===== src/logic/gem_rx_macros.svh =====
`ifndef GEM_RX_MACROS_SVH
`define GEM_RX_MACROS_SVH

// ----------------------------------------
// Data path widths
// ----------------------------------------
`define GEM_WORD_W        16      // Decoded 8b10b word, two bytes
`define GEM_FRAME_W       56      // w3 + w2 + w1 + high byte of w0
`define GEM_SLOTS         4       // Words per bunch crossing

// ----------------------------------------
// K-codes
// ----------------------------------------
// GEM cycles bc, f7, fb, fd as end-of-frame markers
// and sends fc on overflow
//   bc = 1011_1100
//   fc = 1111_1100
// Every legal marker has bits 7, 5 and 4 set
`define GEM_K_EOF_MASK    8'hB0   // Bits 7, 5, 4
`define GEM_K_OVERFLOW    8'hFC   // Overflow marker, also the latency trigger

// ----------------------------------------
// Link monitor limits
// ----------------------------------------
// Link is called good after 1 + 15 clean frames
`define GEM_GOOD_FRAMES   4'd15

// Loss counter holds once upper nibble hits E,
// so bit 7 stays set as the link-bad flag
`define GEM_ERR_SAT_NIBBLE 4'hE

`endif


===== src/logic/gem_rx_pkg.sv =====
`include "gem_rx_macros.svh"

package gem_rx_pkg;

    // ----------------------------------------
    // Raw word from the 8b10b decoder
    // ----------------------------------------
    typedef struct packed {
        logic [`GEM_WORD_W-1:0] data;        // Low byte carries the K-code on a comma
        logic [1:0]             isk;         // Per-byte K flags
        logic [1:0]             notintable;  // Per-byte decode errors
        logic                   lossofsync;  // Decoder lost comma lock
    } rx_word_t;

    // ----------------------------------------
    // Word after slot tagging
    // ----------------------------------------
    typedef struct packed {
        logic [`GEM_WORD_W-1:0] data;
        logic [`GEM_SLOTS-1:0]  slot;        // Bit k = slot k; zero between frames
        logic                   word_ok;     // Healthy for its slot, single flag
        logic                   lt_trg;      // Slot 0 K-code was overflow
    } slot_word_t;

    // ----------------------------------------
    // Assembled bunch-crossing frame
    // ----------------------------------------
    typedef struct packed {
        logic [`GEM_FRAME_W-1:0] data;       // {w3, w2, w1, w0[15:8]}
        logic [`GEM_SLOTS-1:0]   nonzero;    // Per-word nonzero flags
        logic                    ltncy_trig;
    } frame_t;

    // Link health summary
    typedef struct packed {
        logic       link_good;     // 16 clean frames seen
        logic       link_had_err;  // Sticky loss, or never up
        logic       link_bad;      // errcount bit 7
        logic [7:0] errcount;      // Times the link went down
    } link_status_t;

endpackage


===== src/logic/gem_fiber_rx.sv =====
`timescale 1ns/100ps
`include "gem_rx_macros.svh"

module gem_fiber_rx (
    input  logic                     GEM_RX_CLK160,     // Recovered fiber clock
    input  logic                     gem_rx_resetdone,  // Transceiver reset done
    input  logic                     rx_sync_done,      // Phase alignment finished
    input  logic                     ttc_resync,
    input  gem_rx_pkg::rx_word_t     rx_word,
    output logic [`GEM_SLOTS-1:0]    slot_strobe,
    output gem_rx_pkg::frame_t       frame,
    output logic [7:0]               k_char,
    output logic                     overflow,
    output gem_rx_pkg::link_status_t link_status
);

    // ----------------------------------------
    // Common clear
    // ----------------------------------------
    logic                   clear;
    gem_rx_pkg::slot_word_t slot_word;   // Stage 1 to both stage 2 blocks

    // Hold everything while alignment is pending or on resync
    assign clear = !rx_sync_done || ttc_resync;

    // ----------------------------------------
    // Stages
    // ----------------------------------------
    gem_slot_tracker uslot_tracker (
        .GEM_RX_CLK160    (GEM_RX_CLK160),
        .gem_rx_resetdone (gem_rx_resetdone),
        .clear            (clear),
        .rx_word          (rx_word),
        .slot_word        (slot_word),
        .slot_strobe      (slot_strobe)
    );

    // Data path
    gem_frame_assembler uframe_asm (
        .GEM_RX_CLK160    (GEM_RX_CLK160),
        .gem_rx_resetdone (gem_rx_resetdone),
        .clear            (clear),
        .slot_word        (slot_word),
        .frame            (frame),
        .k_char           (k_char),
        .overflow         (overflow)
    );

    // Health path, runs alongside the assembler
    gem_link_monitor ulink_mon (
        .GEM_RX_CLK160    (GEM_RX_CLK160),
        .gem_rx_resetdone (gem_rx_resetdone),
        .clear            (clear),
        .slot_word        (slot_word),
        .link_status      (link_status)
    );

endmodule


===== src/logic/gem_frame_assembler.sv =====
`timescale 1ns/100ps
`include "gem_rx_macros.svh"

module gem_frame_assembler (
    input  logic                   GEM_RX_CLK160,
    input  logic                   gem_rx_resetdone,
    input  logic                   clear,
    input  gem_rx_pkg::slot_word_t slot_word,
    output gem_rx_pkg::frame_t     frame,
    output logic [7:0]             k_char,
    output logic                   overflow
);

    // ----------------------------------------
    // Partial frame
    // ----------------------------------------
    logic [7:0]             w0;     // High byte of the EOF word
    logic [`GEM_WORD_W-1:0] w1;
    logic [`GEM_WORD_W-1:0] w2;
    logic [2:0]             nz;     // Nonzero flags, words 0 to 2
    logic                   lt_q;   // Latency trigger held until slot 3

    assign overflow = (k_char == `GEM_K_OVERFLOW);

    always_ff @(posedge GEM_RX_CLK160 or negedge gem_rx_resetdone) begin
        if (!gem_rx_resetdone) begin
            k_char <= '0;
            w0     <= '0;
            w1     <= '0;
            w2     <= '0;
            nz     <= '0;
            lt_q   <= 1'b0;
            frame  <= '0;
        end else if (clear) begin
            k_char <= '0;
            w0     <= '0;
            w1     <= '0;
            w2     <= '0;
            nz     <= '0;
            lt_q   <= 1'b0;
            frame  <= '0;
        end else begin
            frame <= '0;   // Frame only valid for one clock

            // Lowest slot wins if the chain has several flags
            if (slot_word.slot[0]) begin
                // EOF K-word
                k_char <= slot_word.data[7:0];
                w0     <= slot_word.data[15:8];
                nz[0]  <= |slot_word.data[15:8];
                lt_q   <= slot_word.lt_trg;
            end else if (slot_word.slot[1]) begin
                w1    <= slot_word.data;   // First word after EOF
                nz[1] <= |slot_word.data;
            end else if (slot_word.slot[2]) begin
                w2    <= slot_word.data;
                nz[2] <= |slot_word.data;
            end else if (slot_word.slot[3]) begin
                // Last word goes straight into the top of the frame
                frame.data       <= {slot_word.data, w2, w1, w0};
                frame.nonzero    <= {|slot_word.data, nz};
                frame.ltncy_trig <= lt_q;
            end
        end
    end

endmodule


===== src/logic/gem_link_monitor.sv =====
`timescale 1ns/100ps
`include "gem_rx_macros.svh"

module gem_link_monitor (
    input  logic                     GEM_RX_CLK160,
    input  logic                     gem_rx_resetdone,
    input  logic                     clear,
    input  gem_rx_pkg::slot_word_t   slot_word,
    output gem_rx_pkg::link_status_t link_status
);

    // ----------------------------------------
    // Monitor state
    // ----------------------------------------
    logic [`GEM_SLOTS-1:0] mon_in;      // Health of each slot, last BX
    logic                  mon_rst;     // Last BX not clean
    logic [3:0]            mon_count;   // Clean frames so far
    logic [7:0]            err_count;
    logic                  link_good;
    logic                  link_err;    // Sticky, link was up then dropped
    logic                  went_down;

    assign went_down = link_good && mon_rst;

    always_ff @(posedge GEM_RX_CLK160 or negedge gem_rx_resetdone) begin
        if (!gem_rx_resetdone) begin
            mon_in    <= '0;
            mon_rst   <= 1'b1;   // Link counts as not yet alive
            mon_count <= '0;
            err_count <= '0;
            link_good <= 1'b0;
            link_err  <= 1'b0;
        end else if (clear) begin
            mon_in    <= '0;
            mon_rst   <= 1'b1;
            mon_count <= '0;
            err_count <= '0;
            link_good <= 1'b0;
            link_err  <= 1'b0;
        end else begin
            // No slot means no frame phase, so the link is down
            if (slot_word.slot == '0) begin
                mon_in <= '0;
            end else begin
                for (int k = 0; k < `GEM_SLOTS; k++) begin
                    if (slot_word.slot[k]) begin
                        mon_in[k] <= slot_word.word_ok;
                    end
                end
            end

            mon_rst <= (mon_in != '1);   // Any bad slot in the last BX

            // Count clean frames, stop once good
            if (mon_rst) begin
                mon_count <= '0;
            end else if (!link_good && slot_word.slot[3]) begin
                mon_count <= mon_count + 4'd1;
            end

            link_good <= !mon_rst && (mon_count == `GEM_GOOD_FRAMES);

            // ----------------------------------------
            // Loss tracking
            // ----------------------------------------
            if (went_down) begin
                link_err <= 1'b1;
            end
            if (went_down && (err_count[7:4] != `GEM_ERR_SAT_NIBBLE)) begin
                err_count <= err_count + 8'd1;   // Saturates at E0
            end
        end
    end

    // Status outputs
    always_comb begin
        link_status.link_good    = link_good;
        link_status.link_had_err = link_err || mon_rst;   // Also high before first lock
        link_status.link_bad     = err_count[7];
        link_status.errcount     = err_count;
    end

endmodule


===== src/logic/gem_slot_tracker.sv =====
`timescale 1ns/100ps
`include "gem_rx_macros.svh"

module gem_slot_tracker (
    input  logic                   GEM_RX_CLK160,
    input  logic                   gem_rx_resetdone,
    input  logic                   clear,          // Sync lost or resync
    input  gem_rx_pkg::rx_word_t   rx_word,
    output gem_rx_pkg::slot_word_t slot_word,
    output logic [`GEM_SLOTS-1:0]  slot_strobe
);

    // ----------------------------------------
    // Slot chain
    // ----------------------------------------
    logic [`GEM_SLOTS-1:0] slot_chain;   // Slot of the word now at the input
    logic                  comma;
    logic                  one_slot;
    logic                  eof_ok;
    logic                  data_ok;
    logic                  word_ok;
    logic                  lt_trg;

    assign comma = (rx_word.isk == 2'b01);   // K-word in low byte only

    // Comma starts the chain; slot 1 follows next clock
    always_ff @(posedge GEM_RX_CLK160 or negedge gem_rx_resetdone) begin
        if (!gem_rx_resetdone) begin
            slot_chain <= '0;
        end else if (clear) begin
            slot_chain <= '0;
        end else begin
            slot_chain[1] <= comma;
            slot_chain[2] <= slot_chain[1];
            slot_chain[3] <= slot_chain[2];
            slot_chain[0] <= slot_chain[3];   // Four after comma, next EOF word
        end
    end

    // ----------------------------------------
    // Word health
    // ----------------------------------------
    // Overlapping commas leave several flags in the chain
    assign one_slot = $onehot(slot_chain);

    // Slot 0 must be a legal EOF K-word
    assign eof_ok = !rx_word.lossofsync
                 && (rx_word.isk == 2'b01)
                 && (rx_word.notintable == 2'b00)
                 && ((rx_word.data[7:0] & `GEM_K_EOF_MASK) == `GEM_K_EOF_MASK);

    // Data slots carry no K bits
    assign data_ok = !rx_word.lossofsync
                  && (rx_word.notintable == 2'b00)
                  && (rx_word.isk == 2'b00);

    assign word_ok = one_slot && (slot_chain[0] ? eof_ok : data_ok);

    // Overflow K-code doubles as latency trigger
    assign lt_trg = slot_chain[0] && comma && (rx_word.data[7:0] == `GEM_K_OVERFLOW);

    // ----------------------------------------
    // Output register
    // ----------------------------------------
    always_ff @(posedge GEM_RX_CLK160 or negedge gem_rx_resetdone) begin
        if (!gem_rx_resetdone) begin
            slot_word <= '0;
        end else if (clear) begin
            slot_word <= '0;
        end else begin
            slot_word.data    <= rx_word.data;
            slot_word.slot    <= slot_chain;   // Tag travels with its word
            slot_word.word_ok <= word_ok;
            slot_word.lt_trg  <= lt_trg;
        end
    end

    assign slot_strobe = slot_word.slot;   // Frame-phase strobes, aligned to slot_word

endmodule


===== config.mk =====
export PLATFORM = sky130hd
export DESIGN_NAME = gem_fiber_rx
export DESIGN_NICKNAME = d
export VERILOG_FILES = /design/src/logic/gem_rx_pkg.sv /design/src/logic/gem_fiber_rx.sv /design/src/logic/gem_frame_assembler.sv /design/src/logic/gem_link_monitor.sv /design/src/logic/gem_slot_tracker.sv
export VERILOG_INCLUDE_DIRS = /design/src /design/src/logic
export SDC_FILE = /design/constraint.sdc
export NUM_CORES = 1
export LEC_CHECK = 0
export BUFFER_PORTS_ARGS = -buffer_cell sky130_fd_sc_hd__buf_4
export CAP_MARGIN = 25
export CORE_ASPECT_RATIO = 0.9
export CORE_UTILIZATION = 50
export CTS_CLUSTER_DIAMETER = 30
export DETAILED_ROUTE_END_ITERATION = 8
export PLACE_DENSITY = 0.74
export SKIP_LAST_GASP = 1
export SLEW_MARGIN = 15
export SYNTH_ARGS = -nofsm -noshare
export SYNTH_HDL_FRONTEND = slang
export SYNTH_HIERARCHICAL = 1
export SYNTH_SLANG_ARGS = --single-unit

===== constraint.sdc =====
create_clock -name GEM_RX_CLK160 -period 1.8 [get_ports GEM_RX_CLK160]
set_input_delay 0.27 -clock GEM_RX_CLK160 [delete_from_list [all_inputs] [get_ports GEM_RX_CLK160]]
set_output_delay 0.27 -clock GEM_RX_CLK160 [all_outputs]
set_load 0.05 [all_outputs]

==> reports/results.ini, run 1 <==
[power_and_ir_drop]
power.leakage_uw = 0.00374
ir_drop_mv = 0.778
power_density_nw_per_um2 = 936
p_total_uw = 7240

[hold_path]
hp-class = in2reg
hp-start = rx_word[13]

[yosys]
ys_ff_latch = 155
yosys-top-cells-area = dfrtp_1 64%, and2_1 6.3%, nor2b_1 3.6%
synth_cell_types = 43
synthXorXnorAreaFrac_pct = 0.292
yosys-top-cells-count = 154 x dfrtp_1, 60 x and2_1, 37 x nand2_1
synth_ff_type = dfrtp_1
seq_area_frac_synth_pct = 64.7
synth_edf_count = 0
synth-compound-area-share_pct = 4.00
synth_top_cell_area_share_pct = 64.2
yosys_warnings = 6
synth_most_common_cell = dfrtp_1
yosys.area_share.simple_pct = 19.9
synth_nets = 519
synth_top_cell_by_area = dfrtp_1
synth-adder-area-share_pct = 1.17
async_reset_ff_share_pct = 100
syn_avg_cell_area_sq_um = 12.3
synth.area.mux_share_pct = 6.51
netlist_area_sq_um = 6000
synth_top_family_by_area = simple AND/OR/NAND/NOR gates
syn_inst = 489

[global_routing]
antenna_found_initial = 0
grt_pass1_vias = 3972
grt_pass1_wl_um = 20400
grt_max_degree = 62
gr-total-overflow = 0
grt_use_total_pct = 21.7

[placement]
gp_congestion = 0.810
io_buffer_count = 109
placed_area_sq_um = 7100
dp_hpwl_um = 8340

[floorplan]
ios = 110
core_sq_um = 11600
fp.dieH_um = 106
start_util_pct = 51.8
die-width_um = 117
row_count = 37
fp.dieArea_sq_um = 12400

[worst_setup_path]
cp_slowest_stage_delay_ns = 0.54
cp-start-kind = register
cp_cell_sequence = inv_2 > fa_1 > inv_1 > ha_2 > ha_4 > nor2_2 > o2111a_1
worstSetupEndpointType = register
crit_start = uslot_tracker/slot_strobe[2]
slowest_stage = fa_1
crit_required_ns = 2.15
rr_startpoint = uslot_tracker/slot_strobe[2]
critPathMaxFanout = 2
cp.arrival_ns = 2.10
worstSetupPathType = reg2reg

[timing]
slew_viol_final = 0
setup_viol = 0
hold_viol = 0
slew_headroom_pct = 57.4
fmax_mhz = 570
tightest_slew_ns = 0.631
fin_crit_sh_pct = 97.4
fin_skew_ns = 0.00564
period_minus_slack_ns = 1.75
rsz0062_at_grt = true
finalSetupTns_ns = 0

[clock_network]
h-tree-depth = 4
clock-sinks = 155
cts_max_path_buffers = 2
clock_latency_ns = 0.42
tritoncts = built
clk_pin_slew_ns = 0.06
cts-buffers-inserted = 17
cts-root-buf = clkbuf_16

[detailed_routing]
totalWireLength_um = 12500
drtIter0Drc = 267
wl_per_cell_um = 16.0
vias_per_cell = 5.04
ant_nets = 0
dr.pass1.iters = 4
drc = 0
vias = 3950

[layout]
area_delta_synth_final_pct = 28.8
fin_area_sq_um = 7730
layout.nets = 644
drive_gt1_share_pct = 31.7
diodes = 0

[outcome]
outcome = completed

[job]
cap_violations = 0

per-layer routing:
metal / GRT usage (%) / vias up / wire (um)
li1: - / 1858 / -
met1: 28.5 / 1966 / 5460
met2: 34.2 / 109 / 6240
met3: 6.76 / 17 / 633
met4: 7.60 / 0 / 167
met5: 0 / - / 0
what timing repair did:
action                                 in CTS  in global routing
gates resized for setup                     3                  2
setup endpoints to repair                   2                  2
pin swaps                                   1                  2
hold buffers                                1                  0
buffers inserted                            0                  3
endpoints found under the hold margin      39                  0
layout make-up:
class                      instances  area, sq um
sequential                       155         3880
fill                             872         3840
multi-input combinational        294         1950
timing repair buffer             137         1090
clock buffer                      22          464
tap                              156          195
clock inverter                    10          118
inverter                           9         33.8
flip-flops by register name, indices dropped and copies added, names as in the netlist, 3 cells and up:
| signal | flops |
|---|---|
| ulink_mon/mon_in | 4 |
| uslot_tracker/slot_strobe | 3 |
| ulink_mon/err_count | 8 |
| uslot_tracker/slot_word | 18 |
| ulink_mon/mon_count | 4 |
| uframe_asm/w2 | 16 |
| uframe_asm/frame | 61 |
| uframe_asm/nz | 3 |
| uframe_asm/k_char | 8 |
| uframe_asm/w1 | 16 |
| uframe_asm/w0 | 8 |
final timing paths:
kind                       cells after the start                           to  slack [ns]
setup / recovery                               7   uslot_tracker/slot_word[1]        0.05
hold / removal                                 2  uslot_tracker/slot_word[14]        0.08
setup reg to reg                               7   uslot_tracker/slot_word[1]        0.05
hold reg to reg                                1            ulink_mon/mon_rst        0.44
max in group asynchronous                      3            ulink_mon/mon_rst        0.81
min in group asynchronous                      2         uframe_asm/frame[11]        0.34
cell usage in the layout (no fill, tap or decap), types with 4 or more instances in the layout:
| cell | synthesis | routed |
|---|---|---|
| nand3_1 | 6 | 6 |
| nand4_1 | 4 | 4 |
| dfrtp_1 | 154 | 153 |
| nor3_1 | 4 | 4 |
| buf_4 | 12 | 130 |
| o21ai_0 | 6 | 6 |
| clkinv_4 | 0 | 4 |
| buf_12 | 0 | 4 |
| clkbuf_16 | 0 | 17 |
| mux2i_1 | 21 | 21 |
| a21oi_1 | 27 | 27 |
| nor2b_1 | 35 | 35 |
| inv_1 | 9 | 8 |
| nor2_1 | 33 | 32 |
| mux2_2 | 16 | 16 |
| or4_1 | 6 | 6 |
| and2_1 | 60 | 60 |
| nand2_1 | 37 | 37 |
report_power, final:
group	leakage, uW	internal, uW	switching [uW]	total, uW
clock network	0.000284	2110	1330	3440
logic	0.00131	109	159	268
registers	0.00215	3510	16.9	3520
total	0.00374	5730	1510	7240
logic make-up after synthesis:
kind of cell             after synthesis
XOR/XNOR                               2
buffers and inverters                 40
adder cells (fa/ha/maj)                5
multiplexers                          37
AO/OA/AOI/OAI                         41
AND/OR/NAND/NOR                      209
flip-flops                           155
stage by stage:
step	hold WS (ns)	util [%]	setup slack [ns]	instances
after floorplan	-0.0256	-	0.0444	489
after global placement	0.218	61.3	0.0610	747
after detailed placement	0.218	61.3	-0.0109	747
after CTS	0.0675	66.5	0.00611	780
after global routing	0.0719	66.8	-0.0118	783
final	0.0801	66.8	0.0465	783
worst max-delay path, delay by kind of cell (launching register included):
kind	cells	cell delay, ns
AND/OR/NAND/NOR	1	0.10
flip-flops	1	0.36
adder cells (fa/ha/maj)	3	0.97
buffers and inverters	2	0.10
AO/OA/AOI/OAI	1	0.17
Power figures use the tool's default switching activity.
==> run 2, diff against run 1 <==
- CORE_ASPECT_RATIO: 0.9 -> not set
==> reports/results.ini, run 2 (synthesized netlist as in run 1, its figures left out) <==
[timing]
rsz0062_at_grt = true
setup_viol = 0
period_minus_slack_ns = 1.75
fin_crit_sh_pct = 97.0
tightest_slew_ns = 0.615
slew_viol_final = 0
hold_viol = 0
fin_skew_ns = 0.00589
slew_headroom_pct = 58.4
fmax_mhz = 573

[detailed_routing]
totalWireLength_um = 12600
vias = 3964
drc = 11
drtIter0Drc = 200
ant_nets = 0
vias_per_cell = 5.13
wl_per_cell_um = 16.2
dr.pass1.iters = 8

[worst_setup_path]
worstSetupPathType = reg2out
rr_startpoint = uslot_tracker/slot_chain[0]
crit_required_ns = 1.53
cp-start-kind = register
worstSetupEndpointType = output pin
critPathMaxFanout = 3
crit_start = uframe_asm/k_char[7]
cp.arrival_ns = 1.48

[global_routing]
grt_max_degree = 62
grt_pass1_wl_um = 20300
grt_use_total_pct = 21.5
grt_pass1_vias = 4006
gr-total-overflow = 0
antenna_found_initial = 0

[clock_network]
h-tree-depth = 4
cts-root-buf = clkbuf_16
cts_max_path_buffers = 2
clk_pin_slew_ns = 0.06
tritoncts = built
cts-buffers-inserted = 17
clock_latency_ns = 0.42
clock-sinks = 155

[placement]
io_buffer_count = 109
dp_hpwl_um = 8330
placed_area_sq_um = 7120
gp_congestion = 0.778

[layout]
diodes = 0
layout_commonest_cell = dfrtp_1
drive_gt1_share_pct = 32.2
layout.nets = 648
layout_common_cells = 153 x dfrtp_1, 133 x buf_4, 60 x and2_1
area_delta_synth_final_pct = 30.1
top_register = uframe_asm/frame
reg_top3 = uframe_asm/frame: 61 flops, uslot_tracker/slot_word: 18 flops
largest_register_ffs = 61
fin_area_sq_um = 7800

[power_and_ir_drop]
p_total_uw = 7600
power_density_nw_per_um2 = 973
ir_drop_mv = 0.418
power.leakage_uw = 0.00379

[outcome]
outcome = finished with violations
violations = DRC

[floorplan]
ios = 110
fp.dieH_um = 112
fp.dieArea_sq_um = 12400
die-width_um = 112
core_sq_um = 11600
row_count = 39
start_util_pct = 51.9

[hold_path]
hp-class = in2reg
hp-start = rx_word[16]

[job]
cap_violations = 0

-- run 2: path summary, 6_finish.rpt --
kind / to / slack, ns / cells after the start
setup / recovery: overflow / 0.05 / 3
hold / removal: uslot_tracker/slot_word[17] / 0.08 / 2
setup reg to reg: uslot_tracker/slot_word[1] / 0.06 / 7
hold reg to reg: ulink_mon/mon_rst / 0.42 / 1
max in group asynchronous: uframe_asm/k_char[2] / 0.92 / 3
min in group asynchronous: uframe_asm/w1[11] / 0.25 / 2
-- run 2: timing repair --
action                                  in CTS  in global routing
setup buffers                                1                  1
endpoints found under the setup margin       1                  2
endpoints found under the hold margin      123                  0
gates resized for setup                      1                  4
hold buffers                                 1                  0
pin swaps                                    2                  2
-- run 2: critical path, cell delays in order, from the launching register on --
cell and delay [ns]:
dfrtp_1 0.42, nand4_1 0.16, nor4_4 0.27, buf_6 0.20
-- run 2: per-stage QoR --
stage	utilization [%]	cells	hold WS [ns]	setup TNS, ns	worst slack [ns]
after floorplan	-	489	-0.0256	0	0.0444
after global placement	61.6	739	0.115	0	0.0773
after detailed placement	61.6	739	0.118	0	0.00228
after CTS	67.3	772	0.0596	0	0.00744
after global routing	67.5	773	0.0643	-0.0172	-0.0172
final	67.5	773	0.0825	0	0.0538
-- run 2: power by group --
| part | total, uW | switching (uW) | internal (uW) |
|---|---|---|---|
| sequential | 3520 | 12.4 | 3510 |
| clock | 3790 | 1300 | 2490 |
| combinational | 282 | 166 | 116 |
| total | 7600 | 1480 | 6110 |
-- run 2: cell type report --
| type | instances | area, sq um |
|---|---|---|
| clock buffer | 24 | 502 |
| inverter | 9 | 33.8 |
| sequential | 155 | 3880 |
| tap | 143 | 179 |
| multi-input combinational | 294 | 1940 |
| timing repair buffer | 141 | 1130 |
| clock inverter | 7 | 135 |
| fill | 846 | 3760 |
-- run 2: metal layers --
| layer | vias to the layer above | GRT usage [%] | share of wire [%] |
|---|---|---|---|
| met5 | - | 0 | 0 |
| met4 | 0 | 8.92 | 1.9 |
| met3 | 22 | 5.23 | 4.6 |
| met2 | 113 | 35.5 | 50 |
| met1 | 1965 | 27.2 | 44 |
| li1 | 1864 | - | - |
